===== config.mk =====
export PLATFORM = sky130hd
export DESIGN_NAME = operand_select
export DESIGN_NICKNAME = d
export VERILOG_FILES = /design/src/common/ex_pkg.sv /design/src/hdl/operand_select.sv
export SDC_FILE = /design/constraint.sdc
export NUM_CORES = 1
export LEC_CHECK = 0
export ABC_AREA = 1
export BUFFER_PORTS_ARGS = -buffer_cell sky130_fd_sc_hd__buf_2
export CAP_MARGIN = 20
export CORE_MARGIN = 4
export CORE_UTILIZATION = 24
export DETAILED_ROUTE_END_ITERATION = 10
export PLACE_DENSITY = 0.84
export SLEW_MARGIN = 5
export SYNTH_ARGS = -nofsm -noshare
export SYNTH_HDL_FRONTEND = slang
export SYNTH_SLANG_ARGS = --single-unit
export TNS_END_PERCENT = 20

===== constraint.sdc =====
create_clock -name vclk -period 0.8
set_input_delay 0.04 -clock vclk [all_inputs]
set_output_delay 0.04 -clock vclk [all_outputs]
set_load 0.05 [all_outputs]

===== src/common/ex_pkg.sv =====
// Shared definitions for the RV32IM execute stage
// ALU operation encoding, opcode and funct constants
// Instruction word union with R-type and I-type views
// Control and registered output bundles
package ex_pkg;

    // Data width of the stage output bundle
    localparam int XLEN = 32;

    // ALU operation codes
    typedef enum logic [4:0] {
        ALU_ADD    = 5'b00000,
        ALU_SUB    = 5'b00001,
        ALU_SLL    = 5'b00010,
        ALU_SLT    = 5'b00011,
        ALU_SLTU   = 5'b00100,
        ALU_XOR    = 5'b00101,
        ALU_SRL    = 5'b00110,
        ALU_SRA    = 5'b00111,
        ALU_OR     = 5'b01000,
        ALU_AND    = 5'b01001,
        ALU_MUL    = 5'b01010,
        ALU_MULH   = 5'b01011,
        ALU_MULHSU = 5'b01100,
        ALU_MULHU  = 5'b01101,
        ALU_DIV    = 5'b01110,
        ALU_DIVU   = 5'b01111,
        ALU_REM    = 5'b10000,
        ALU_REMU   = 5'b10001
    } alu_op_e;

    // Major opcodes handled here
    localparam logic [6:0] OPC_OP     = 7'b0110011;
    localparam logic [6:0] OPC_OP_IMM = 7'b0010011;
    localparam logic [6:0] OPC_BRANCH = 7'b1100011;

    // funct7 values
    localparam logic [6:0] F7_BASE   = 7'b0000000;
    localparam logic [6:0] F7_ALT    = 7'b0100000;  // SUB, SRA
    localparam logic [6:0] F7_MULDIV = 7'b0000001;  // M extension

    // Branch conditions in funct3
    localparam logic [2:0] F3_BEQ  = 3'b000;
    localparam logic [2:0] F3_BNE  = 3'b001;
    localparam logic [2:0] F3_BLT  = 3'b100;
    localparam logic [2:0] F3_BGE  = 3'b101;
    localparam logic [2:0] F3_BLTU = 3'b110;
    localparam logic [2:0] F3_BGEU = 3'b111;

    // Same 32 bits seen as R-type or as I-type
    typedef union packed {
        struct packed {
            logic [6:0] funct7;
            logic [4:0] rs2;
            logic [4:0] rs1;
            logic [2:0] funct3;
            logic [4:0] rd;
            logic [6:0] opcode;
        } r_fmt;
        struct packed {
            logic [11:0] imm;
            logic [4:0]  rs1;
            logic [2:0]  funct3;
            logic [4:0]  rd;
            logic [6:0]  opcode;
        } i_fmt;
    } instr_u;

    typedef struct packed {
        alu_op_e alu_op;
        logic    use_imm;    // I immediate replaces rs2
        logic    is_branch;
        logic    legal;      // Supported opcode and funct
    } ctrl_t;

    typedef struct packed {
        logic [XLEN-1:0] result;
        logic            zero;
        logic            branch_taken;
        logic [XLEN-1:0] target;
        logic            illegal;
    } ex_out_t;

endpackage


===== src/hdl/operand_select.sv =====
// Immediate extraction and second operand mux
// Sign-extended I immediate replaces rs2 for OP-IMM
// B immediate gathered from the R-type fields for branches
module operand_select
    import ex_pkg::*;
#(
    parameter int NB_DATA = 32
) (
    input  instr_u             i_instr,
    input  ctrl_t              i_ctrl,
    input  logic [NB_DATA-1:0] i_rs2,
    output logic [NB_DATA-1:0] o_op2,
    output logic [NB_DATA-1:0] o_imm_b
);

    logic [11:0]        imm_i_raw;
    logic [12:0]        imm_b_raw;
    logic [NB_DATA-1:0] imm_i;

    assign imm_i_raw = i_instr.i_fmt.imm;

    // B layout: imm[12|10:5] in funct7, imm[4:1|11] in rd
    assign imm_b_raw = {
        i_instr.r_fmt.funct7[6],
        i_instr.r_fmt.rd[0],
        i_instr.r_fmt.funct7[5:0],
        i_instr.r_fmt.rd[4:1],
        1'b0
    };

    assign imm_i   = {{(NB_DATA-12){imm_i_raw[11]}}, imm_i_raw};
    assign o_imm_b = {{(NB_DATA-13){imm_b_raw[12]}}, imm_b_raw};

    // Shift immediates carry funct7 above shamt, ALU only reads shamt
    assign o_op2 = i_ctrl.use_imm ? imm_i : i_rs2;

endmodule


-- Yosys cells after proc, flatten, opt, wreduce, memory -nomap -nowiden
Index checks and enable logic that the tools add are counted.
- register bits after elaboration: 0
- input port bits: 72
- output and inout port bits: 64
- word-level logic and storage cells: 1
- mux-type cells: 1
- operators by type and width (cell ; count):
    2-to-1 mux 32 bit ; 1

-- Logic depth before layout (Yosys ltp)
- depth in word-level cells: 1
- depth in mapped cells: 4
- depth with buffers taken out: 3

-- Worst setup path after synthesis
No wires, ideal clock.
- kind: input -> output
- start point: input i_ctrl[2] (netlist name)
- end point: output o_op2[0]
- data arrival time: 628 ps
- data required time: 760 ps
- setup slack: 132 ps
- cell stages on the path: 4
- buffers on the path: 1
- cells stage by stage: inv_2 > buf_6 > nand2_1 > nand2_1
- cells in the longest elaborated chain, start to end: 1
- ends and longest elaborated chain (what ; RTL line ; RTL):
    start: declaration ; operand_select.sv:10 ; input ctrl_t i_ctrl,
    2-to-1 mux 32 bit ; operand_select.sv:35 ; assign o_op2 = i_ctrl.use_imm ? imm_i : i_rs2;
    end: declaration ; operand_select.sv:12 ; output logic [NB_DATA-1:0] o_op2,
No other way between the ends.

-- Worst setup path after layout
- start point: input i_ctrl[2] (netlist name)
- end point: output o_op2[27]
Same word-level chain as after synthesis.

==> reports/metrics.yaml <==
status: "completed"
tns_ps: 0
path_buf_inv: 4
internal_power_uw: 402
grt_pass1_wl_microns: 2920
crit_fanout: 19
die-height_microns: 57.8
seq_cells: 0
end_kind: "output port"
io_pins: 136
ctsResizeCount: 25
power_density_nw_per_um2: 1260
critPathMaxStageDelay_ps: 200
startpoint_type: "primary input"
initial_utilization_pct: 26.1
synth_top_area_cell: "nand2_1"
switching_share_pct: 70.1
synth_cell_type_count: 6
dp_hpwl_microns: 1780
period_minus_slack_ps: 764
power_frac_clock_pct: 0
drtIter0Drc: 60
peakVddDrop_mv: 0.653
min_path_type: "in -> out"
drt-pass1-iter-count: 2
path_depth: 6
core_sq_um: 2280
wirelength_microns: 2180
critPathKind: "in -> out"
viasPerCell: 3.98
cp.arrival_ps: 720
ys_top_cells_by_area: "nand2_1 (48%), buf_4 (40%), buf_6 (9.5%)"
post_cts_buffers: 0
drv_slew: 0
drtAntennaViolNets: 0
areaGrowthSynthToFinish_pct: 78.9
fillers: 246
netlist_area_sq_um: 594
drive_above_1_share_pct: 59.1
netlist.area_leader.share_pct: 48.0
path_delay_family: "buffers and inverters"
grt_pass1_vias: 765
p_total_uw: 1340
maxCapViolCount: 0
leakagePower_uw: 0.000739
hold_viol_final: 0
wl_per_cell_microns: 10.2
crit_path_frequent_cell: "nand2_1"
num_vias: 852
diodes: 0
setup_viol: 0
path_cells: "buf_2 -> inv_2 -> buf_12 -> nand2_1 -> nand2_1 -> buf_4"
p_sw_uw: 943
ctsHoldBuffers: 0
max_freq_ghz: 1.31
synth_commonest_cells: "nand2_1 (76), buf_4 (32), buf_6 (5)"
hold_depth: 0
placement_rows: 17
grt_max_degree: 21
synthCells: 116
ys_warn_count: 0
fin_crit_sh_pct: 95.4
dpl_worst_slack_ps: -65.6
numPortBuffers: 103
nClkBuffers: 0
dieArea_sq_um: 3340
grtUsageTotal_pct: 10.2
fp.dieW_microns: 57.8
place_congestion: 0.633
crit_required_ps: 760
yosysSeqAreaShare_pct: 0
grt_overflow: 0
rsz0062_at_grt: "true"
fin_nets: 260
p_comb_share_pct: 100.0
share_seq_of_total_power_pct: 0
worst_slack_ps: 36.4
yosysMostFrequentCell: "nand2_1"
final-seq-area_sq_um: 0
drc: 0
syn_avg_cell_area_sq_um: 5.12
syn_nets: 188
grt_antenna_before_repair: 0
critical_path.slowest_cell: "buf_4"
-- power groups by stage --
stage	registers (uW)	clock network (uW)	logic (uW)
finish	0	0	1340
global route	0	0	1410
CTS	0	0	1280
detailed placement	0	0	1220
global placement	0	0	1210
floorplan	0	0	1050
-- per-stage QoR --
step                      area (sq um)  hold slack (ps)  std cells  utilization, %
after floorplan                    594              247        116               -
after global placement             918             80.3        214            40.4
after detailed placement           918             80.3        214            40.4
after CTS                          982             80.3        214            43.2
after global routing              1060             80.1        214            46.7
final                             1060             80.0        214            46.7
-- cell type report --
type,instances,area [sq um],share of cell area (%)
Tap cell,28,35.0,3.29
Timing Repair Buffer,108,733,68.9
Inverter,1,3.75,0.353
Multi-Input combinational cell,77,292,27.4
-- per-layer routing --
metal	wire length, microns	vias to the layer above	track usage [%]
met3	321	2	2.45
met4	12	0	1.32
met1	733	339	9.57
li1	-	449	-
met2	1120	62	21.9
met5	0	-	0
-- cells by family after synthesis --
logic type	after synthesis	share of synthesized area (%)
simple gates	76	48.0
buf+inv	39	51.4
other cells	1	0.631
-- cell usage in the layout (no fill, tap or decap) --
| cell | synthesis | final |
|---|---|---|
| nand2_1 | 76 | 75 |
| buf_2 | 1 | 70 |
| buf_6 | 5 | 16 |
| buf_4 | 32 | 13 |
| clkbuf_4 | 0 | 6 |
| buf_12 | 0 | 3 |
| inv_2 | 1 | 1 |
| nand2_2 | 0 | 1 |
| conb_1 | 1 | 1 |
-- final timing paths --
kind | start | slack, ps | endpoint
max | i_ctrl[2] | 40 | o_op2[27]
min | i_instr[10] | 80 | o_imm_b[3]
Power figures use the tool's default switching activity.
