### src/common/ex_pkg.sv
// Shared definitions for the RV32IM execute stage
// ALU operation encoding, opcode and funct constants
// Instruction word union with R-type and I-type views
// Control and registered output bundles
package ex_pkg;

    // Data width of the stage output bundle
    localparam int XLEN = 32;

    // ALU operation codes
    typedef enum logic [4:0] {
        ALU_ADD    = 5'b00000,
        ALU_SUB    = 5'b00001,
        ALU_SLL    = 5'b00010,
        ALU_SLT    = 5'b00011,
        ALU_SLTU   = 5'b00100,
        ALU_XOR    = 5'b00101,
        ALU_SRL    = 5'b00110,
        ALU_SRA    = 5'b00111,
        ALU_OR     = 5'b01000,
        ALU_AND    = 5'b01001,
        ALU_MUL    = 5'b01010,
        ALU_MULH   = 5'b01011,
        ALU_MULHSU = 5'b01100,
        ALU_MULHU  = 5'b01101,
        ALU_DIV    = 5'b01110,
        ALU_DIVU   = 5'b01111,
        ALU_REM    = 5'b10000,
        ALU_REMU   = 5'b10001
    } alu_op_e;

    // Major opcodes handled here
    localparam logic [6:0] OPC_OP     = 7'b0110011;
    localparam logic [6:0] OPC_OP_IMM = 7'b0010011;
    localparam logic [6:0] OPC_BRANCH = 7'b1100011;

    // funct7 values
    localparam logic [6:0] F7_BASE   = 7'b0000000;
    localparam logic [6:0] F7_ALT    = 7'b0100000;  // SUB, SRA
    localparam logic [6:0] F7_MULDIV = 7'b0000001;  // M extension

    // Branch conditions in funct3
    localparam logic [2:0] F3_BEQ  = 3'b000;
    localparam logic [2:0] F3_BNE  = 3'b001;
    localparam logic [2:0] F3_BLT  = 3'b100;
    localparam logic [2:0] F3_BGE  = 3'b101;
    localparam logic [2:0] F3_BLTU = 3'b110;
    localparam logic [2:0] F3_BGEU = 3'b111;

    // Same 32 bits seen as R-type or as I-type
    typedef union packed {
        struct packed {
            logic [6:0] funct7;
            logic [4:0] rs2;
            logic [4:0] rs1;
            logic [2:0] funct3;
            logic [4:0] rd;
            logic [6:0] opcode;
        } r_fmt;
        struct packed {
            logic [11:0] imm;
            logic [4:0]  rs1;
            logic [2:0]  funct3;
            logic [4:0]  rd;
            logic [6:0]  opcode;
        } i_fmt;
    } instr_u;

    typedef struct packed {
        alu_op_e alu_op;
        logic    use_imm;    // I immediate replaces rs2
        logic    is_branch;
        logic    legal;      // Supported opcode and funct
    } ctrl_t;

    typedef struct packed {
        logic [XLEN-1:0] result;
        logic            zero;
        logic            branch_taken;
        logic [XLEN-1:0] target;
        logic            illegal;
    } ex_out_t;

endpackage

### src/hdl/branch_compare.sv
// Conditional branch evaluation
// BEQ, BNE, BLT, BGE, BLTU and BGEU selected by funct3
// Branch target as pc plus the B immediate
module branch_compare
    import ex_pkg::*;
#(
    parameter int NB_DATA = 32
) (
    input  logic [NB_DATA-1:0] i_rs1,
    input  logic [NB_DATA-1:0] i_rs2,
    input  logic [2:0]         i_funct3,
    input  logic               i_is_branch,
    input  logic [NB_DATA-1:0] i_pc,
    input  logic [NB_DATA-1:0] i_imm_b,
    output logic               o_taken,
    output logic [NB_DATA-1:0] o_target
);

    logic eq;
    logic lt_s;
    logic lt_u;
    logic cond;

    assign eq   = (i_rs1 == i_rs2);
    assign lt_s = $signed(i_rs1) < $signed(i_rs2);
    assign lt_u = i_rs1 < i_rs2;

    always_comb begin
        case (i_funct3)
            F3_BEQ:  cond = eq;
            F3_BNE:  cond = !eq;
            F3_BLT:  cond = lt_s;
            F3_BGE:  cond = !lt_s;
            F3_BLTU: cond = lt_u;
            F3_BGEU: cond = !lt_u;
            default: cond = 1'b0;  // Not a branch condition
        endcase
    end

    assign o_taken  = i_is_branch && cond;
    assign o_target = i_pc + i_imm_b;

endmodule

### config.mk
export PLATFORM = sky130hd
export DESIGN_NAME = branch_compare
export DESIGN_NICKNAME = d
export VERILOG_FILES = /design/src/common/ex_pkg.sv /design/src/hdl/branch_compare.sv
export SDC_FILE = /design/constraint.sdc
export NUM_CORES = 1
export LEC_CHECK = 0
export ABC_AREA = 1
export ABC_CLOCK_PERIOD_IN_PS = 5600
export CAP_MARGIN = 5
export CORE_ASPECT_RATIO = 1.25
export CORE_MARGIN = 2
export CORE_UTILIZATION = 50
export DETAILED_ROUTE_END_ITERATION = 10
export DONT_BUFFER_PORTS = 1
export SETUP_SLACK_MARGIN = 0.15
export SYNTH_ARGS = -nofsm -noshare
export SYNTH_HDL_FRONTEND = slang
export SYNTH_SLANG_ARGS = --single-unit
### constraint.sdc
create_clock -name vclk -period 5.6
set_input_delay 1.68 -clock vclk [all_inputs]
set_output_delay 1.68 -clock vclk [all_outputs]
set_load 0.05 [all_outputs]
=== Word level (Yosys, flattened, before mapping) ===
Index checks and enable logic that the tools add are counted.

* Word-level logic and storage cells: 15
* Bits of input ports: 132
* Output and inout port bits: 33
* Bits in registers: 0

* Equal/unequal tests: 6
* Reduce and logical (&&, ||, !) cells: 5
* Add/sub/neg operators: 1
* Muxes and demuxes: 1
* Order comparisons: 2

{| class="wikitable"
|+ Operator list
! operator !! count
|-
| < comparator 32 bit || 2
|-
| adder 32 bit || 1
|-
| == test 32 bit || 1
|-
| == test 3 bit (second input constant) || 4
|-
| case mux 1 bit (6 select lines) || 1
|-
| == test 3 x 1 -> 1 bit (second input constant) || 1
|-
| zero test 1 bit || 3
|-
| zero test 3 bit || 1
|-
| logical AND 1 bit || 1
|}

=== Logic depth before layout (Yosys ltp) ===
Gate-level depths: netlist (run 1).

* Depth after elaboration: 4
* Mapped depth: 18
* Depth with buffers taken out: 18

=== Worst setup path after synthesis (run 1) ===
OpenSTA, ideal clock, no wires.

* Path kind: in2out
* Start point: input i_pc[0]
* End point: output o_target[20]
* Path buffers: 0
* Cell stages on the path: 10
* Setup slack: 91 ps
* Required time: 3920 ps
* Data arrival time: 3829 ps
* Path through: ha_1 > inv_1 > fa_1 > o21ai_2 > a21oi_2 > o21ai_2 > nand2_1 > nand3_1 > nand2_1 > xnor2_1

* Longest elaborated chain between the ends: 1

{| class="wikitable"
|+ RTL lines
! element !! RTL line !! text
|-
| start, declared || branch_compare.sv:13 || <nowiki>input logic [NB_DATA-1:0] i_pc,</nowiki>
|-
| adder 32 bit || branch_compare.sv:41 || <nowiki>assign o_target = i_pc + i_imm_b;</nowiki>
|-
| end, declared || branch_compare.sv:16 || <nowiki>output logic [NB_DATA-1:0] o_target</nowiki>
|}

No other way between the ends.

=== Worst setup path in the final report (run 1) ===
Same ends and word-level chain as after synthesis.

==> results.tsv, run 1 <==
stage	metric	value	unit
grt	total grt overflow	0	
power	static leakage	1.74	nW
yosys	Yosys warning count	0	
finish	Layout Cell Area excl Fill	3080	sq um
place	cell area after placement	3080	sq um
floorplanning	vertical extent of the die	87.1	microns
floorplanning	area of the placeable core	5370	sq um
status	result of the run	finished clean	
yosys	number of instances in the synthesized netlist	458	
timing	Total Neg Setup Slack	0	ns
timing	post-route clock period utilization	0.936	
timing	min cycle time layout	5.24	ns
finish	Seq Cell Count	0	
yosys	cell accounting for the most synthesized area	sky130_fd_sc_hd__ha_1	
yosys	portion of the post-synthesis area used by sequential elements	0	
yosys	average cell area after synthesis	6.03	sq um
yosys	dominant combinational cell family by area after synthesis	adder cells	
finish	leading cell type in the layout, fill and taps excluded	sky130_fd_sc_hd__nand2_1	
min_path	kind of path behind the tightest hold check	primary input to output pin	
finish	net count reported at finish	687	
finish	Final Util	0.574	
power	internal power	0.174	mW
finish	sequential cell area	0	sq um
finish	Area growth, synth to finish	11.6	%
yosys	arithmetic-cell share of the synthesized area counting full adders, half adders and majority gates	0.293	
routing	count of vias placed by the detailed router	3017	
power	switching share of power	0.686	
timing	Max Clock Freq	191	MHz
power	areal power density over the cells	180	nW/um^2
power	total power consumption of the routed design	0.554	mW
floorplanning	number of placed I/O pins	165	
finish	ratio of cells with drive above 1 in the final layout	0.0982	
run	number of max-cap violations	0	
routing	Pre-Repair DR Iteration Count	4	
clock_tree	post-CTS sizing	0	
grt	maximum number of pins on one net before global-route repair	7	
routing	DR top layer	met4	
routing	WL met1	2890	microns
worst_setup_path	Arrival @ worst endpoint	3.56	ns
floorplanning	Die ar.	6140	sq um
finish	highest-count cells in the layout ignoring fill and taps	100 x sky130_fd_sc_hd__nand2_1, 83 x sky130_fd_sc_hd__inv_1, 63 x sky130_fd_sc_hd__ha_1, 44 x sky130_fd_sc_hd__a21oi_1, 44 x sky130_fd_sc_hd__nor2_1	
yosys	area share of and/or/nand/nor cells after synthesis	0.281	
timing	pin slew with the least headroom to its limit	0.478	ns
worst_setup_path	startpoint class of the critical path	primary input	
yosys	cells taking the most area after synthesis	sky130_fd_sc_hd__ha_1 29%, sky130_fd_sc_hd__nand2_1 14%, sky130_fd_sc_hd__inv_1 11%, sky130_fd_sc_hd__a21oi_1 8.0%, sky130_fd_sc_hd__nor2_1 6.0%	
grt	number of global-route vias before repair	2805	
power	clock network fraction of total power	0	
routing	routed wire length	7620	microns
routing	met3 routed WL	434	microns
worst_setup_path	top fanout value on the critical path	3	
routing	number of antenna-violating nets in the routed design	0	
grt	antenna violations before repair	0	
routing	number of vias per cell	5.46	
floorplanning	starting density of the core	0.515	
floorplanning	Die Span X	70.5	microns
yosys	XOR/XNOR share of the synthesized area	0.0983	
yosys	share of Yosys cell area claimed by the top area cell type	0.285	
worst_setup_path	WS Path Type	primary input to output pin	
yosys	synthesized-area fraction occupied by ao, oa, aoi and oai cells	0.216	
routing	post-DR wirelength/cell	13.8	microns
worst_setup_path	required time of the worst setup path	3.92	ns
timing	final hold slack	3.61	ns
yosys	area of the mapped netlist	2760	sq um
place	global placement routability congestion	0.926	
worst_setup_path	endpoint class of the critical path	output pin	
clock_tree	cts hold-fix bufs	0	
timing	setup repair after global routing missed its margin	false	
timing	Final Setup Violations	0	
power	combinational power share	1.000	
yosys	proportion of synthesized area in mux cells	0	
place	estimated wirelength of the detail-placed design	6960	microns
power	maximum VDD drop	0.148	mV
floorplanning	number of cell rows	30	
finish	Layout clock buffers	0	
routing	number of design-rule violations left by the first detailed-router iteration	56	
yosys	post-synth cell types	29	
grt	global-route wire length before repair	12200	microns
power	power spent charging and discharging nets	0.380	mW
timing	headroom to the max-slew limit	0.682	
routing	total met2 wirelength after detailed routing	4190	microns
routing	DRC	0	
place	number of buffer cells added on primary ports	0	
timing	endpoints failing hold	0	
timing	max-slew violation count	0	
yosys	nets in the synthesized netlist	654	
grt	combined global-route utilization of all metal layers	0.236	
power	register share of total power	0	
clock_tree	post-CTS setup-driven buffer insertion count	0	
finish	n_diodes	0	
## per-stage QoR
step	setup WS [ns]	cells
after floorplan	0.172	458
after global placement	0.393	553
after detailed placement	0.350	553
after CTS	0.335	553
after global routing	0.220	553
final	0.359	553
## cell type report
type                            count  area [sq um]
Fill cell                         585          2280
Tap cell                           64          80.1
Timing Repair Buffer               31           233
Inverter                           83           312
Multi-Input combinational cell    375          2460
## power by group through the flow
stage / combinational, mW / clock, mW / sequential, mW
after CTS: 0.555 / 0 / 0
after detailed placement: 0.553 / 0 / 0
final: 0.554 / 0 / 0
after floorplan: 0.419 / 0 / 0
after global placement: 0.550 / 0 / 0
after global routing: 0.601 / 0 / 0
## cell families (layout without fill, tap and decap cells)
| logic type | count (synthesis) | after routing |
|---|---|---|
| AO/OA/AOI/OAI | 96 | 96 |
| XOR/XNOR | 31 | 31 |
| buffers and inverters | 83 | 114 |
| adder cells (fa/ha/maj) | 64 | 64 |
| AND/OR/NAND/NOR | 184 | 184 |
## metal layers
layer | up-vias | track usage
li1 | 1576 | -
met1 | 1333 | 0.256
met2 | 100 | 0.501
met3 | 8 | 0.0116
met4 | 0 | 0.0350
met5 | - | 0
## synth_stat cells
master and count:
sky130_fd_sc_hd__o2111ai_1 1, sky130_fd_sc_hd__nand4_1 3, sky130_fd_sc_hd__a21oi_4 2, sky130_fd_sc_hd__o21ai_0 17, sky130_fd_sc_hd__o21a_1 4, sky130_fd_sc_hd__nand2_2 4, sky130_fd_sc_hd__nor3_1 6, sky130_fd_sc_hd__nand2_1 100
sky130_fd_sc_hd__inv_1 83, sky130_fd_sc_hd__o21ai_1 3, sky130_fd_sc_hd__o211a_1 1, sky130_fd_sc_hd__nor3_2 2, sky130_fd_sc_hd__o21bai_1 4, sky130_fd_sc_hd__fa_1 1, sky130_fd_sc_hd__a21oi_2 3, sky130_fd_sc_hd__a21o_1 7
sky130_fd_sc_hd__nor2_1 44, sky130_fd_sc_hd__o221ai_1 3, sky130_fd_sc_hd__a21boi_2 1, sky130_fd_sc_hd__xor2_1 18, sky130_fd_sc_hd__a21boi_0 1, sky130_fd_sc_hd__ha_1 63, sky130_fd_sc_hd__a31oi_1 1, sky130_fd_sc_hd__nand3_1 24
sky130_fd_sc_hd__xnor2_1 13, sky130_fd_sc_hd__a21oi_1 44, sky130_fd_sc_hd__nor4_4 1, sky130_fd_sc_hd__a211oi_1 1, sky130_fd_sc_hd__o21ai_2 3
## worst paths after layout
kind | end | cells past startpoint | slack (ns) | startpoint
setup / recovery | o_target[20] | 11 | 0.36 | i_pc[0]
hold / removal | o_taken | 3 | 3.61 | i_is_branch
## worst max-delay path: stages
cell and delay (ns):
sky130_fd_sc_hd__ha_1 0.17, sky130_fd_sc_hd__inv_1 0.06, sky130_fd_sc_hd__fa_1 0.41, sky130_fd_sc_hd__o21ai_2 0.28
sky130_fd_sc_hd__a21oi_2 0.14, sky130_fd_sc_hd__o21ai_2 0.24, sky130_fd_sc_hd__nand2_1 0.10, sky130_fd_sc_hd__nand3_1 0.08
sky130_fd_sc_hd__nand2_1 0.08, sky130_fd_sc_hd__xnor2_2 0.12, sky130_fd_sc_hd__buf_4 0.21
Note: power is estimated with default switching activity, not from simulation.
==> inputs of run 2 (changes only) <==
--- a/config.mk
+++ b/config.mk
@@ -5,8 +5,7 @@
 export SDC_FILE = /design/constraint.sdc
 export NUM_CORES = 1
 export LEC_CHECK = 0
-export ABC_AREA = 1
-export ABC_CLOCK_PERIOD_IN_PS = 5600
+export ABC_CLOCK_PERIOD_IN_PS = 5200
 export CAP_MARGIN = 5
 export CORE_ASPECT_RATIO = 1.25
 export CORE_MARGIN = 2
==> constraint.sdc (replaced) <==
create_clock -name vclk -period 5.2
set_input_delay 1.56 -clock vclk [all_inputs]
set_output_delay 1.56 -clock vclk [all_outputs]
set_load 0.05 [all_outputs]
==> results.tsv, run 2 <==
stage	metric	value	unit
min_path	kind of path behind the tightest hold check	primary input to output pin	
grt	combined global-route utilization of all metal layers	0.279	
worst_setup_path	endpoint class of the critical path	output pin	
routing	count of vias placed by the detailed router	3155	
timing	endpoints failing hold	0	
grt	global-route wire length before repair	12300	microns
worst_setup_path	required time of the worst setup path	3.64	ns
grt	total grt overflow	0	
yosys	nets in the synthesized netlist	530	
routing	Pre-Repair DR Iteration Count	4	
yosys	dominant cell by count in the synthesized netlist	sky130_fd_sc_hd__ha_1	
finish	sequential cell area	0	sq um
timing	Final Setup Violations	12	
finish	Area growth, synth to finish	71.5	%
worst_setup_path	slowest cell delay on critical path	0.25	ns
place	number of buffer cells added on primary ports	0	
worst_setup_path	startpoint class of the critical path	primary input	
yosys	top cells by instance count after synthesis	63 x sky130_fd_sc_hd__ha_1, 44 x sky130_fd_sc_hd__inv_1, 34 x sky130_fd_sc_hd__a21oi_1	
routing	number of antenna-violating nets in the routed design	0	
floorplanning	Die ar.	5530	sq um
min_path	origin of the worst min-delay path	i_is_branch	
timing	Total Neg Setup Slack	-0.997	ns
status	result of the run	finished, violations left	
yosys	average cell area after synthesis	7.41	sq um
finish	Layout clock buffers	0	
timing	Max Clock Freq	184	MHz
floorplanning	number of cell rows	28	
worst_setup_path	beginning of the critical path	i_pc[4]	
finish	ratio of cells with drive above 1 in the final layout	0.435	
floorplanning	number of placed I/O pins	165	
power	areal power density over the cells	199	nW/um^2
timing	headroom to the max-slew limit	0.591	
timing	pin slew with the least headroom to its limit	0.612	ns
finish	net count reported at finish	628	
finish	Seq Cell Count	0	
floorplanning	Die Span X	66.9	microns
timing	smallest setup slack after layout	-0.244	ns
yosys	Yosys warning count	0	
yosys	share of Yosys cell area claimed by the top area cell type	0.319	
grt	number of global-route vias before repair	2900	
timing	min cycle time layout	5.44	ns
status	violations in the final reports	setup timing	
place	global placement routability congestion	0.839	
grt	maximum number of pins on one net before global-route repair	7	
yosys	number of instances in the synthesized netlist	334	
finish	leading cell type in the layout, fill and taps excluded	sky130_fd_sc_hd__buf_4	
finish	Final Util	0.891	
power	total power consumption of the routed design	0.844	mW
place	estimated wirelength of the detail-placed design	6590	microns
run	number of max-cap violations	0	
floorplanning	starting density of the core	0.519	
min_path	WHS Endpoint	o_taken	
finish	count of placed standard cells in the final layout, fillers left out	490	
floorplanning	area of the placeable core	4760	sq um
routing	number of design-rule violations left by the first detailed-router iteration	253	
min_path	hold depth	1	
worst_setup_path	Arrival @ worst endpoint	3.88	ns
place	DP Cell Count	473	
routing	post-DR wirelength/cell	21.3	microns
timing	max-slew violation count	0	
yosys	cell accounting for the most synthesized area	sky130_fd_sc_hd__ha_1	
finish	highest-count cells in the layout ignoring fill and taps	72 x sky130_fd_sc_hd__buf_4, 47 x sky130_fd_sc_hd__ha_1, 37 x sky130_fd_sc_hd__inv_1, 21 x sky130_fd_sc_hd__a21oi_1, 20 x sky130_fd_sc_hd__a21o_1	
routing	number of vias per cell	6.44	
yosys	post-synth cell types	55	
worst_setup_path	WS Path Type	primary input to output pin	
finish	area taken by multi-input logic gates	3050	sq um
routing	DRC	0	
finish	n_diodes	0	
power	static leakage	1.99	nW
timing	post-route clock period utilization	1.05	
worst_setup_path	worst-path cell chain	ha_4 -> a21o_1 -> a31o_1 -> o21a_1 -> a31o_4 -> buf_4 -> buf_6 -> a21o_1 -> a21o_1 -> buf_6 -> xor2_2 -> buf_6	
yosys	portion of the post-synthesis area used by sequential elements	0	
timing	setup repair after global routing missed its margin	true	
finish	final-layout fill cell count	234	
routing	routed wire length	10400	microns
grt	antenna violations before repair	0	
worst_setup_path	top fanout value on the critical path	4	
power	maximum VDD drop	0.113	mV
yosys	area of the mapped netlist	2470	sq um
floorplanning	vertical extent of the die	82.7	microns
yosys	cells taking the most area after synthesis	sky130_fd_sc_hd__ha_1 32%, sky130_fd_sc_hd__xnor2_1 7.1%, sky130_fd_sc_hd__a21oi_1 6.9%, sky130_fd_sc_hd__inv_1 6.7%, sky130_fd_sc_hd__a21o_1 6.1%	
worst_setup_path	cell with the largest stage delay on the worst path	sky130_fd_sc_hd__a31o_4	
run 2: changes by cell type after synthesis, sizes merged, moves of 5 or more:
cell / before / now
o31ai: 0 / 5
xor2: 18 / 6
a31o: 0 / 5
nand4: 3 / 8
a21o: 7 / 20
nand2: 104 / 19
o21ai: 23 / 13
a21oi: 49 / 34
xnor2: 13 / 20
nand3: 24 / 9
nor2: 44 / 15
inv: 83 / 44
run 2: area by class of cell:
class,instances,share of cell area
inverter,44,0.0445
multi-input combinational,288,0.719
tap,60,0.0177
timing repair buffer,98,0.219
run 2: repair_timing:
item                                   in CTS  in global routing
buffers inserted                           10                  8
setup endpoints to repair                  20                 22
hold buffers                                0                  0
resized for setup                          43                 27
pin swaps                                  37                 43
endpoints found under the hold margin       0                  0
gates cloned                                0                  0
run 2: stage by stage:
step | hold WS, ns | instance area (sq um) | worst slack, ns
floorplan | 3.31 | 2920 | -0.311
global placement | 3.31 | 3730 | -0.0950
detailed placement | 3.31 | 3730 | -0.150
CTS | 3.31 | 4050 | -0.0579
global route | 3.31 | 4250 | -0.304
finish | 3.31 | 4250 | -0.244
run 2: how the worst max path moves through the flow:
stage	to	slack, ns
2_1_floorplan	o_target[25]	-0.31
3_3_place_gp	o_target[31]	-0.1
3_5_place_dp	o_target[31]	-0.15
4_1_cts	o_target[25]	-0.06
5_1_grt	o_target[13]	-0.30
6_report	o_target[13]	-0.24
run 2: report_power, final:
| group | total (mW) | internal [mW] | switching, mW | leakage, nW |
|---|---|---|---|---|
| sequential | 0 | 0 | 0 | 0 |
| combinational | 0.844 | 0.369 | 0.475 | 1.99 |
| clock | 0 | 0 | 0 | 0 |
| total | 0.844 | 0.369 | 0.475 | 1.99 |
run 2: cell families after synthesis:
logic type | Yosys count | share of synthesized area
buffers and inverters | 46 | 0.0698
AOI/OAI and AO/OA | 115 | 0.334
adders and majority gates | 64 | 0.327
and+or+nand+nor | 81 | 0.170
muxes | 2 | 0.00809
xor gates and xnor gates | 26 | 0.0920
run 2: layer usage:
metal  GRT usage  part of all wire  routed length, microns
met1       0.289              0.34                    3570
met2       0.586              0.53                    5550
met5           0                 0                       0
met3      0.0312             0.066                     687
met4      0.0551             0.059                     615
run 2: critical path: cells and delay by family:
kind | cells | cell delay (ns)
XOR/XNOR | 1 | 0.23
AO/OA/AOI/OAI | 6 | 1.27
adder cells (fa/ha/maj) | 1 | 0.23
buffers and inverters | 4 | 0.60
