`config.mk`:
```
export PLATFORM = sky130hd
export DESIGN_NAME = alu_control
export DESIGN_NICKNAME = d
export VERILOG_FILES = /design/src/common/ex_pkg.sv /design/src/hdl/alu_control.sv
export SDC_FILE = /design/constraint.sdc
export NUM_CORES = 1
export LEC_CHECK = 0
export BUFFER_PORTS_ARGS = -buffer_cell sky130_fd_sc_hd__clkbuf_2
export CAP_MARGIN = 20
export CORE_AREA = 2 2 39 41
export DETAILED_ROUTE_END_ITERATION = 10
export DIE_AREA = 0 0 41 43
export GPL_ROUTABILITY_DRIVEN = 0
export PLACE_DENSITY_LB_ADDON = 0.3
export SETUP_SLACK_MARGIN = 0.1
export SLEW_MARGIN = 10
export SYNTH_ARGS = -nofsm -noshare
export SYNTH_HDL_FRONTEND = slang
export SYNTH_SLANG_ARGS = --single-unit
export TNS_END_PERCENT = 100
```
`constraint.sdc`:
```
create_clock -name vclk -period 1.5
set_input_delay 0.225 -clock vclk [all_inputs]
set_output_delay 0.225 -clock vclk [all_outputs]
set_load 0.05 [all_outputs]
```
`src/common/ex_pkg.sv`:
```
// Shared definitions for the RV32IM execute stage
// ALU operation encoding, opcode and funct constants
// Instruction word union with R-type and I-type views
// Control and registered output bundles
package ex_pkg;

    // Data width of the stage output bundle
    localparam int XLEN = 32;

    // ALU operation codes
    typedef enum logic [4:0] {
        ALU_ADD    = 5'b00000,
        ALU_SUB    = 5'b00001,
        ALU_SLL    = 5'b00010,
        ALU_SLT    = 5'b00011,
        ALU_SLTU   = 5'b00100,
        ALU_XOR    = 5'b00101,
        ALU_SRL    = 5'b00110,
        ALU_SRA    = 5'b00111,
        ALU_OR     = 5'b01000,
        ALU_AND    = 5'b01001,
        ALU_MUL    = 5'b01010,
        ALU_MULH   = 5'b01011,
        ALU_MULHSU = 5'b01100,
        ALU_MULHU  = 5'b01101,
        ALU_DIV    = 5'b01110,
        ALU_DIVU   = 5'b01111,
        ALU_REM    = 5'b10000,
        ALU_REMU   = 5'b10001
    } alu_op_e;

    // Major opcodes handled here
    localparam logic [6:0] OPC_OP     = 7'b0110011;
    localparam logic [6:0] OPC_OP_IMM = 7'b0010011;
    localparam logic [6:0] OPC_BRANCH = 7'b1100011;

    // funct7 values
    localparam logic [6:0] F7_BASE   = 7'b0000000;
    localparam logic [6:0] F7_ALT    = 7'b0100000;  // SUB, SRA
    localparam logic [6:0] F7_MULDIV = 7'b0000001;  // M extension

    // Branch conditions in funct3
    localparam logic [2:0] F3_BEQ  = 3'b000;
    localparam logic [2:0] F3_BNE  = 3'b001;
    localparam logic [2:0] F3_BLT  = 3'b100;
    localparam logic [2:0] F3_BGE  = 3'b101;
    localparam logic [2:0] F3_BLTU = 3'b110;
    localparam logic [2:0] F3_BGEU = 3'b111;

    // Same 32 bits seen as R-type or as I-type
    typedef union packed {
        struct packed {
            logic [6:0] funct7;
            logic [4:0] rs2;
            logic [4:0] rs1;
            logic [2:0] funct3;
            logic [4:0] rd;
            logic [6:0] opcode;
        } r_fmt;
        struct packed {
            logic [11:0] imm;
            logic [4:0]  rs1;
            logic [2:0]  funct3;
            logic [4:0]  rd;
            logic [6:0]  opcode;
        } i_fmt;
    } instr_u;

    typedef struct packed {
        alu_op_e alu_op;
        logic    use_imm;    // I immediate replaces rs2
        logic    is_branch;
        logic    legal;      // Supported opcode and funct
    } ctrl_t;

    typedef struct packed {
        logic [XLEN-1:0] result;
        logic            zero;
        logic            branch_taken;
        logic [XLEN-1:0] target;
        logic            illegal;
    } ex_out_t;

endpackage

```
`src/hdl/alu_control.sv`:
```
// Instruction decoder for the execute stage
// Maps opcode, funct3 and funct7 onto the ALU operation,
// the operand select, the branch enable and the legal flag
module alu_control
    import ex_pkg::*;
(
    input  instr_u i_instr,
    output ctrl_t  o_ctrl
);

    logic [6:0] opcode;
    logic [2:0] funct3;
    logic [6:0] funct7;

    assign opcode = i_instr.r_fmt.opcode;
    assign funct3 = i_instr.r_fmt.funct3;
    assign funct7 = i_instr.r_fmt.funct7;

    always_comb begin
        o_ctrl.alu_op    = ALU_ADD;
        o_ctrl.use_imm   = 1'b0;
        o_ctrl.is_branch = 1'b0;
        o_ctrl.legal     = 1'b0;

        case (opcode)
            OPC_OP: begin
                o_ctrl.legal = (funct7 == F7_BASE) || (funct7 == F7_MULDIV) ||
                               ((funct7 == F7_ALT) && ((funct3 == 3'd0) || (funct3 == 3'd5)));
                if (funct7[0]) begin
                    // funct3 order matches the M block of the enumeration
                    o_ctrl.alu_op = alu_op_e'(ALU_MUL + funct3);
                end else begin
                    case (funct3)
                        3'd0: o_ctrl.alu_op = funct7[5] ? ALU_SUB : ALU_ADD;
                        3'd1: o_ctrl.alu_op = ALU_SLL;
                        3'd2: o_ctrl.alu_op = ALU_SLT;
                        3'd3: o_ctrl.alu_op = ALU_SLTU;
                        3'd4: o_ctrl.alu_op = ALU_XOR;
                        3'd5: o_ctrl.alu_op = funct7[5] ? ALU_SRA : ALU_SRL;
                        3'd6: o_ctrl.alu_op = ALU_OR;
                        default: o_ctrl.alu_op = ALU_AND;
                    endcase
                end
            end

            OPC_OP_IMM: begin
                o_ctrl.use_imm = 1'b1;
                o_ctrl.legal   = 1'b1;
                case (funct3)
                    3'd0: o_ctrl.alu_op = ALU_ADD;
                    3'd1: begin
                        o_ctrl.alu_op = ALU_SLL;
                        o_ctrl.legal  = (funct7 == F7_BASE);  // Upper imm bits fixed
                    end
                    3'd2: o_ctrl.alu_op = ALU_SLT;
                    3'd3: o_ctrl.alu_op = ALU_SLTU;
                    3'd4: o_ctrl.alu_op = ALU_XOR;
                    3'd5: begin
                        o_ctrl.alu_op = funct7[5] ? ALU_SRA : ALU_SRL;
                        o_ctrl.legal  = (funct7 == F7_BASE) || (funct7 == F7_ALT);
                    end
                    3'd6: o_ctrl.alu_op = ALU_OR;
                    default: o_ctrl.alu_op = ALU_AND;
                endcase
            end

            OPC_BRANCH: begin
                // funct3 2 and 3 are not branch conditions
                o_ctrl.legal     = (funct3 != 3'd2) && (funct3 != 3'd3);
                o_ctrl.is_branch = o_ctrl.legal;
                o_ctrl.alu_op    = ALU_ADD;
            end

            default: begin
                o_ctrl.legal = 1'b0;  // Opcode not executed here
            end
        endcase
    end

endmodule

```
# --- After elaboration in Yosys (flattened, before gate mapping) ---
# Cells that the tools add are included.
classes:
  addsub: 1
  multipliers: 0
  div: 0
  order_cmp: 0
  eq_ne: 13
  n_shift: 0
  muxes: 10
  n_bitwise: 0
  n_reduce_logical: 8
ops:
  columns: ["cell", "count"]
  rows:
  - ["$pmux W4 S7", 2]
  - ["$eq A7 B6 Y1 const B", 2]
  - ["$pmux W5 S2", 1]
  - ["$eq A3 B3 Y1 const B", 3]
  - ["$eq A7 B1 Y1 const B", 1]
  - ["$eq A7 B5 Y1 const B", 1]
  - ["$eq A7 B7 Y1 const B", 1]
  - ["$logic_not A7 Y1", 1]
  - ["$eq A3 B2 Y1 const B", 2]
  - ["$ne A3 B2 Y1 const B", 2]
  - ["$add A4 B3 Y5 const A", 1]
  - ["$mux W5", 1]
  - ["$logic_or A1 B1 Y1", 4]
  - ["$mux W1", 4]
  - ["$eq A3 B1 Y1 const B", 1]
  - ["$logic_not A3 Y1", 1]
  - ["$pmux W1 S3", 1]
  - ["$logic_and A1 B1 Y1", 2]
  - ["$pmux W1 S2", 1]
word_totals:
  regBits: 0
  latch_bits: 0
  mem_bits_rw: 0
  romBits: 0
  elab_cells: 32
  memories: 0

# --- Longest topological paths before layout ---
# Gate-level depths: netlist (run 1).
logic_depth:
  ltp_word: 5
  ltp_mapped: 5
  ltp_nobuf: 4

# --- Worst setup path before layout (run 1) ---
# Ideal clock, no wire load.
synth_path:
  path_kind: "input -> output"
  from: "input port i_instr[2] (netlist bit)"
  to: "output port o_ctrl[3] (netlist bit)"
  t_arrival_ns: 1.909
  required_ns: 1.275
  slack_ns: -0.634
  cell_stages: 3
  path_buffers: 0
  cell_sequence: "and4bb_1 > nand3b_2 > a311oi_1"
synth_lines:
  columns: ["element", "line_no", "source"]
  rows:
  - ["start, declared", "alu_control.sv:7", "input instr_u i_instr,"]
  - ["end, declared", "alu_control.sv:8", "output ctrl_t o_ctrl"]

==> results of run 1 <==
timing repair:
item / CTS / global route
resized for setup: 14 / 10
pin swaps: 1 / 2
endpoints found under the setup margin: 8 / 8
hold buffers: 0 / 0
buffers inserted: 0 / 1
hold endpoints to repair: 0 / 0
layout make-up:
type,count,area (um^2)
inverters,3,11.3
well taps,16,20.0
multi-input cells,37,314
fillers,143,742
repair buffers,37,297
power groups by stage:
| stage | clock, mW | combinational (mW) | sequential (mW) |
|---|---|---|---|
| floorplan | 0 | 0.0518 | 0 |
| global placement | 0 | 0.108 | 0 |
| detailed placement | 0 | 0.110 | 0 |
| CTS | 0 | 0.112 | 0 |
| global route | 0 | 0.123 | 0 |
| finish | 0 | 0.113 | 0 |
synthesized netlist by cell type (all sizes together):
library cell	count	area [um^2]
nor2	7	26.3
nand2b	1	6.26
nor3	1	5.00
mux2i	1	10.0
nand3	2	10.0
o41ai	1	16.3
a311oi	1	8.76
ha	1	12.5
and4bb	1	12.5
a21oi	4	20.0
o21ai	5	25.0
o31ai	1	12.5
mux2	1	11.3
o21ba	1	10.0
buf	1	5.00
a211oi	1	7.51
a31oi	1	6.26
inv	3	11.3
nor2b	2	12.5
and4	1	11.3
nand2	3	11.3
nand3b	1	11.3
critical path, delay by kind of cell:
family          cells  cell delay, ns
buf+inv             3            0.42
simple gates        2            0.45
compound gates      1            0.19
per-stage QoR:
step                      utilization [%]  setup TNS, ns  hold slack, ns  cells
after floorplan                         -        -0.0598           0.546     41
after global placement               40.6         -0.344           0.919     92
after detailed placement             40.6         -0.380           0.921     92
after CTS                            44.8        -0.0354           0.867     92
after global routing                 46.4        -0.0776           0.870     93
final                                46.4       -0.00141           0.847     93
path summary, 6_finish.rpt:
| path | from | endpoint | slack (ns) | cells after the start |
|---|---|---|---|---|
| setup / recovery | i_instr[2] | o_ctrl[0] | -0.001 | 6 |
| hold / removal | i_instr[25] | o_ctrl[7] | 0.85 | 4 |
per-layer routing:
layer  global-route usage [%]  up-vias  wire length, um
li1                         -      225                -
met1                     12.1      196              370
met2                     20.3       23              470
met3                     1.57        0              101
met4                        0        0                0
met5                        0        -                0
cells by family (layout without fill, tap and decap cells):
kind of cell	Yosys count	in the layout
buffers and inverters	4	40
adder cells (fa/ha/maj)	1	1
AO/OA/AOI/OAI	15	15
multiplexers	2	2
AND/OR/NAND/NOR	19	19
==> results.ini, run 1 <==
[timing]
fin_crit_ns=1.50
slew_viol_final=0
final_hold_viol_count=0
setup_viol=1
period_share_pct=100
maxClockFrequency_mhz=666
worst_slew_pin_slew_ns=0.311
slew-limit-headroom_pct=79.0
setup_ws_ns=-0.00141
rsz0062_at_grt=true

[status]
status=finished with violations
violations=negative setup slack

[hold_path]
hold_path_class=input pin to output port

[yosys]
synth-compound-area-share_pct=40.5
yosys.area_share.simple_pct=40.5
synth_xor_area_share_pct=0
ys_warn_count=0
avgSynthCellArea_um2=6.41
ys_seq_area_share_pct=0
syn_inst=41
synthAdderAreaFrac_pct=4.76
syn_area_um2=263
synthMuxAreaShare_pct=8.10
synth_top_family_by_area=simple AND/OR/NAND/NOR gates
syn-num-nets=74
ys_types=23

[pwr]
p_clk_share_pct=0
p_leak_nw=0.308
power_mw=0.113
power_switching_mw=0.0571
cell_internal_pwr_mw=0.0555
pwr-share-comb_pct=100.0
worst_ir_drop_vdd_mv=0.0611
p_sw_share_pct=50.7
powerDensity_mw_per_mm2=175
p_seq_share_pct=0

[drt]
routed_wl_um=942
postRouteAntennaNets=0
viasPerCell=4.77
firstDrtPassIters=2
routedWlPerCell_um=10.1
drtIter0Drc=1
dr_total_vias=444
drc=0

[final_layout]
finalNetCount=112
syn2layout_area_growth_pct=144
n_clock_buffer=0
regArea_um2=0
diodes=0
final_cell_area_um2=642
layout_common_cells=clkbuf_2 (17), buf_4 (12), buf_8 (6), o21ai_0 (4), nor2_1 (4)
final_common_cell=clkbuf_2
sequential_cell_total=0
drive_gt1_share_pct=64.9

[placed_design]
placed_area_um2=562
io_buffers=25
dp_hpwl_um=821
preCtsSetupSlack_ns=-0.0955

[floorplanning]
dieArea_mm2=0.00176
io_pins=40
std_cell_rows=14
die_h_um=43
start_util_pct=19.0
floorplan.core_area_mm2=0.00138
dieWidth_um=41

[job]
cap_violations=0

[global_routing]
grt_use_total_pct=10.6
first_global_vias=398
grt_max_degree=9
grt_overflow=0
antenna_found_initial=0
grt_pass1_wl_mm=1.40

[setup_path]
critical-path-slowest-cell=and4bb_1
slowest_delay_ns=0.32
start_kind=input pin
end_kind=output port
cp_cell_sequence=clkbuf_2 -> and4bb_1 -> nand3b_4 -> buf_4 -> o31ai_4 -> buf_8
worstPathRequired_ns=1.27
worst_ep_arrival_time_ns=1.28
critPathMaxFanout=4
critical_path_class=input pin to output port

Note: power is estimated with default switching activity, not from simulation.
==> run 2: changes to the inputs <==
--- a/config.mk
+++ b/config.mk
@@ -12,6 +12,7 @@
 export DIE_AREA = 0 0 41 43
 export GPL_ROUTABILITY_DRIVEN = 0
 export PLACE_DENSITY_LB_ADDON = 0.3
+export RECOVER_POWER = 100
 export SETUP_SLACK_MARGIN = 0.1
 export SLEW_MARGIN = 10
 export SYNTH_ARGS = -nofsm -noshare
==> run 2 against run 1 <==
Net effect: the run still ends with negative setup slack left; highest routed layer unchanged; final cell count is the same; largest power group unchanged; die area is the same; wire length grew 0.53%; hold slack gained 0.027 ns.
==> results.ini, run 2 (same netlist as run 1, synthesis figures left out) <==
[timing]
setup_ws_ns=-0.00150  ; -0.0000940 ns
final_hold_viol_count=0  ; unchanged
maxClockFrequency_mhz=666  ; about the same
slew_viol_final=0  ; unchanged
rsz0062_at_grt=true
setup_viol=1  ; unchanged
slew-limit-headroom_pct=79.0  ; unchanged
worst_slew_pin_slew_ns=0.311  ; unchanged
fin_crit_ns=1.50  ; +0.0000940 ns
period_share_pct=100  ; about the same

[setup_path]
worst_ep_arrival_time_ns=1.28  ; about the same
cp.depth=6  ; unchanged
worstPathRequired_ns=1.27  ; about the same
start_kind=input pin
critical_path_class=input pin to output port
critical-path-slowest-cell=and4bb_1
slowest_delay_ns=0.32  ; about the same
cpLargestDelayFamily=simple AND/OR/NAND/NOR gates
critPathMaxFanout=4  ; unchanged
end_kind=output port
cp_cell_sequence=clkbuf_2 -> and4bb_1 -> nand3b_4 -> buf_4 -> o31ai_4 -> buf_8
cp_num_buf_inv=3  ; unchanged

[final_layout]
multi_input_area_um2=314  ; unchanged
final_util_pct=44.0  ; -2.4 points
finalNetCount=112  ; unchanged
syn2layout_area_growth_pct=132
regArea_um2=0  ; unchanged
final_common_cell=clkbuf_2
layout_common_cells=clkbuf_2 (17), buf_4 (15), o21ai_0 (4), nor2_1 (4)
final_cell_area_um2=609  ; -5.1%
n_clock_buffer=0  ; unchanged
fillers=149  ; +4.2%
drive_gt1_share_pct=64.9  ; unchanged
sequential_cell_total=0  ; unchanged
diodes=0  ; unchanged

[pwr]
powerDensity_mw_per_mm2=183  ; +4.5%
pwr-share-comb_pct=100.0  ; about the same
cell_internal_pwr_mw=0.0548  ; -1.3%
worst_ir_drop_vdd_mv=0.0610  ; about the same
power_switching_mw=0.0569  ; -0.33%
p_clk_share_pct=0  ; unchanged
p_leak_nw=0.301  ; -2.2%
p_seq_share_pct=0  ; unchanged
p_sw_share_pct=50.9  ; +0.23 points

[placed_design]
placed_area_um2=562  ; unchanged
dp_hpwl_um=821  ; unchanged
io_buffers=25  ; unchanged

[drt]
postRouteAntennaNets=0  ; unchanged
viasPerCell=4.77  ; unchanged
routedWlPerCell_um=10.2  ; +0.53%
firstDrtPassIters=2  ; unchanged
dr_total_vias=444  ; unchanged
drc=0  ; unchanged
drtIter0Drc=1  ; unchanged
routed_wl_um=947  ; +0.53%

[global_routing]
grt_overflow=0  ; unchanged
grt_use_total_pct=10.6  ; unchanged
first_global_vias=398  ; unchanged
grt_pass1_wl_mm=1.40  ; unchanged
antenna_found_initial=0  ; unchanged
grt_max_degree=9  ; unchanged

[floorplanning]
dieWidth_um=41  ; unchanged
start_util_pct=19.0  ; unchanged
io_pins=40  ; unchanged
std_cell_rows=14  ; unchanged
die_h_um=43  ; unchanged
floorplan.core_area_mm2=0.00138  ; unchanged
dieArea_mm2=0.00176  ; unchanged

[hold_path]
holdPathStages=4  ; unchanged
hold_path_class=input pin to output port

[job]
cap_violations=0  ; unchanged

[status]
status=finished with violations
violations=negative setup slack

[run 2: worst paths after layout]
| kind | startpoint | to | slack (ns) |
|---|---|---|---|
| worst max-delay path | i_instr[2] | o_ctrl[0] | -0.002 |
| worst min-delay path | i_instr[25] | o_ctrl[7] | 0.87 |
[run 2: stage by stage]
stage / setup TNS, ns / hold WS [ns] / cells / total power, mW / worst slack, ns
6_report: -0.00150 / 0.874 / 93 / 0.112 / -0.00150
5_1_grt: -0.0776 / 0.894 / 93 / 0.123 / -0.0401
4_1_cts: -0.0354 / 0.867 / 92 / 0.112 / -0.0227
3_5_place_dp: -0.380 / 0.921 / 92 / 0.110 / -0.0955
3_3_place_gp: -0.344 / 0.919 / 92 / 0.108 / -0.0981
2_1_floorplan: -0.0598 / 0.546 / 41 / 0.0518 / -0.0598
[run 2: timing repair]
item | in CTS | in global routing
buffers inserted | 0 | 1
hold buffers | 0 | 0
resized for setup | 14 | 10
pin swaps | 1 | 2
endpoints found under the setup margin | 8 | 8
[run 2: layout make-up]
| cell class | instances | area share, % |
|---|---|---|
| Tap cell | 16 | 3.29 |
| Multi-Input combinational cell | 37 | 51.5 |
| Timing Repair Buffer | 37 | 43.3 |
| Inverter | 3 | 1.85 |
[run 2: worst min-delay path, stage by stage]
cell and delay [ns]:
clkbuf_2 0.11, nand3_1 0.10, nor2_2 0.03, buf_4 0.18
[run 2: metal layers]
metal	global-route usage [%]	routed length [um]
met1	12.1	369
met2	20.3	470
met3	1.57	107
met4	0	0
met5	0	0
[run 2: power groups by stage]
stage                     sequential (mW)  clock (mW)  combinational [mW]
final                                   0           0               0.112
after CTS                               0           0               0.112
after detailed placement                0           0               0.110
after floorplan                         0           0              0.0518
after global placement                  0           0               0.108
after global routing                    0           0               0.123
==> run 3: changes to the inputs <==
--- a/config.mk
+++ b/config.mk
@@ -13,6 +13,7 @@
 export GPL_ROUTABILITY_DRIVEN = 0
 export PLACE_DENSITY_LB_ADDON = 0.3
 export RECOVER_POWER = 100
+export REMOVE_ABC_BUFFERS = 1
 export SETUP_SLACK_MARGIN = 0.1
 export SLEW_MARGIN = 10
 export SYNTH_ARGS = -nofsm -noshare
==> run 3 against run 2 <==
Net effect: the run now ends clean; critical path depth did not move; first-iteration DRC count rose to 3.0 times the previous value; die area unchanged; via count decreased by 7.9%; utilization fell by 5.2 points; count of clock-buffer cells in the layout stayed put; combinational power fell by 19%; wire length fell by 16%; sequential cell count did not move; global-route usage shrank 1.5 points; fmax increased by 0.57%; largest cell class unchanged; largest power group unchanged.
==> results.ini, run 3 (same netlist as run 1, synthesis figures left out) <==
[pwr]
pwr-share-comb_pct=100.0  ; about the same
worst_ir_drop_vdd_mv=0.0666  ; +9.2%
p_clk_share_pct=0  ; unchanged
powerDensity_mw_per_mm2=169  ; -7.8%
p_sw_share_pct=52.7  ; +1.8 points
power_mw=0.0909  ; -19%
p_leak_nw=0.269  ; -11%
cell_internal_pwr_mw=0.0429  ; -22%
p_seq_share_pct=0  ; unchanged
power_switching_mw=0.0479  ; -16%

[setup_path]
worst_ep_arrival_time_ns=1.27  ; about the same
slowest_delay_ns=0.33  ; about the same
critical_path_class=input pin to output port
end_kind=output port
cp_cell_sequence=clkbuf_2 -> and4bb_2 -> nand3b_4 -> o21ba_4 -> o31ai_4 -> buf_8
critPathMaxFanout=7  ; +3
critical-path-slowest-cell=and4bb_2
start_kind=input pin
worstPathRequired_ns=1.27  ; about the same

[timing]
final_hold_viol_count=0  ; unchanged
period_share_pct=99.5  ; -0.56 points
setup_viol=0  ; -1
slew_viol_final=0  ; unchanged
slew-limit-headroom_pct=83.2  ; +4.2 points
worst_slew_pin_slew_ns=0.252  ; -0.0591 ns
maxClockFrequency_mhz=670  ; +0.57%
rsz0062_at_grt=true
fin_crit_ns=1.49  ; -0.00847 ns
setup_ws_ns=0.00697  ; +0.00847 ns

[global_routing]
gr-usage-met1_pct=12.7  ; +0.59 points
use_met3_pct=0  ; -1.6 points
antenna_found_initial=0  ; unchanged
grt_use_total_pct=9.09  ; -1.5 points
grt_overflow=0  ; unchanged
grt_max_degree=9  ; unchanged
busiest_layer=met2
grt_pass1_wl_mm=1.23  ; -12%
met2_usage_pct=15.9  ; -4.4 points
first_global_vias=310  ; -22%

[floorplanning]
dieArea_mm2=0.00176  ; unchanged
io_pins=40  ; unchanged
start_util_pct=19.0  ; unchanged
die_h_um=43  ; unchanged
dieWidth_um=41  ; unchanged
floorplan.core_area_mm2=0.00138  ; unchanged
std_cell_rows=14  ; unchanged

[placed_design]
preCtsSetupSlack_ns=-0.102  ; -0.00673 ns
place_inst=87  ; -5.4%
io_buffers=25  ; unchanged
dp_hpwl_um=654  ; -20%

[final_layout]
finalNetCount=106  ; -5.4%
syn2layout_area_growth_pct=105
fin_cells=87  ; -6.5%
fillers=146  ; -2.0%
regArea_um2=0  ; unchanged
drive_gt1_share_pct=57.7  ; -7.2 points
n_clock_buffer=0  ; unchanged
layout_common_cells=clkbuf_2 (17), buf_4 (7), nor2_1 (5), o21ai_0 (5), a21oi_1 (4)
sequential_cell_total=0  ; unchanged
final_common_cell=clkbuf_2
diodes=0  ; unchanged
final_util_pct=38.9  ; -5.2 points

[status]
status=completed

[drt]
viasPerCell=4.70  ; -1.5%
drc=0  ; unchanged
drtIter0Drc=3  ; +2
postRouteAntennaNets=0  ; unchanged
routedWlPerCell_um=9.18  ; -9.8%
dr_total_vias=409  ; -7.9%
routed_wl_um=799  ; -16%
firstDrtPassIters=4  ; +2

[job]
cap_violations=0  ; unchanged

[clock_network]
postCtsSetupBuffers=0  ; unchanged

[hold_path]
hold_path_class=input pin to output port

[run 3: cell count changes in the layout (fill, tap and decap cells not counted), sizes merged]
| cell | change |
|---|---|
| clkbuf | +1 |
| buf | -7 |
[run 3: worst max-delay path: cells and delay by family]
| kind | cells | cell delay (ns) |
|---|---|---|
| buffers and inverters | 2 | 0.26 |
| AO/OA/AOI/OAI | 2 | 0.31 |
| AND/OR/NAND/NOR | 2 | 0.48 |
[run 3: final cells by class]
class              instances  area [um^2]  area share [%]
multi-input cells         37          287            53.3
well taps                 16         20.0            3.72
repair buffers            31          220            40.9
inverters                  3         11.3            2.09
[run 3: worst paths after layout]
check | startpoint | to | slack, ns | cells after the start
min | i_instr[27] | o_ctrl[0] | 0.88 | 5
max | i_instr[2] | o_ctrl[0] | 0.007 | 6
[run 3: layer usage]
metal,part of all wire (%),vias up
li1,-,212
met1,43,173
met4,0,0
met2,47,24
met5,0,-
met3,9.9,0
[run 3: power groups by stage]
stage	combinational, mW	clock, mW	sequential (mW)
floorplan	0.0372	0	0
global placement	0.0831	0	0
detailed placement	0.0838	0	0
CTS	0.0873	0	0
global route	0.0997	0	0
finish	0.0909	0	0
[run 3: per-stage QoR]
step	area, um^2	TNS [ns]	hold slack [ns]
after floorplan	258	-1.77	0.626
after global placement	463	-0.294	0.920
after detailed placement	463	-0.280	0.920
after CTS	510	-0.0160	0.871
after global routing	538	-0.105	0.909
final	538	0	0.877
[run 3: repair_timing]
action | in CTS | in global routing
endpoints found under the setup margin | 8 | 8
hold endpoints to repair | 0 | 0
resized for setup | 12 | 15
cloned | 0 | 0
pin swaps | 1 | 2
hold buffers | 0 | 0
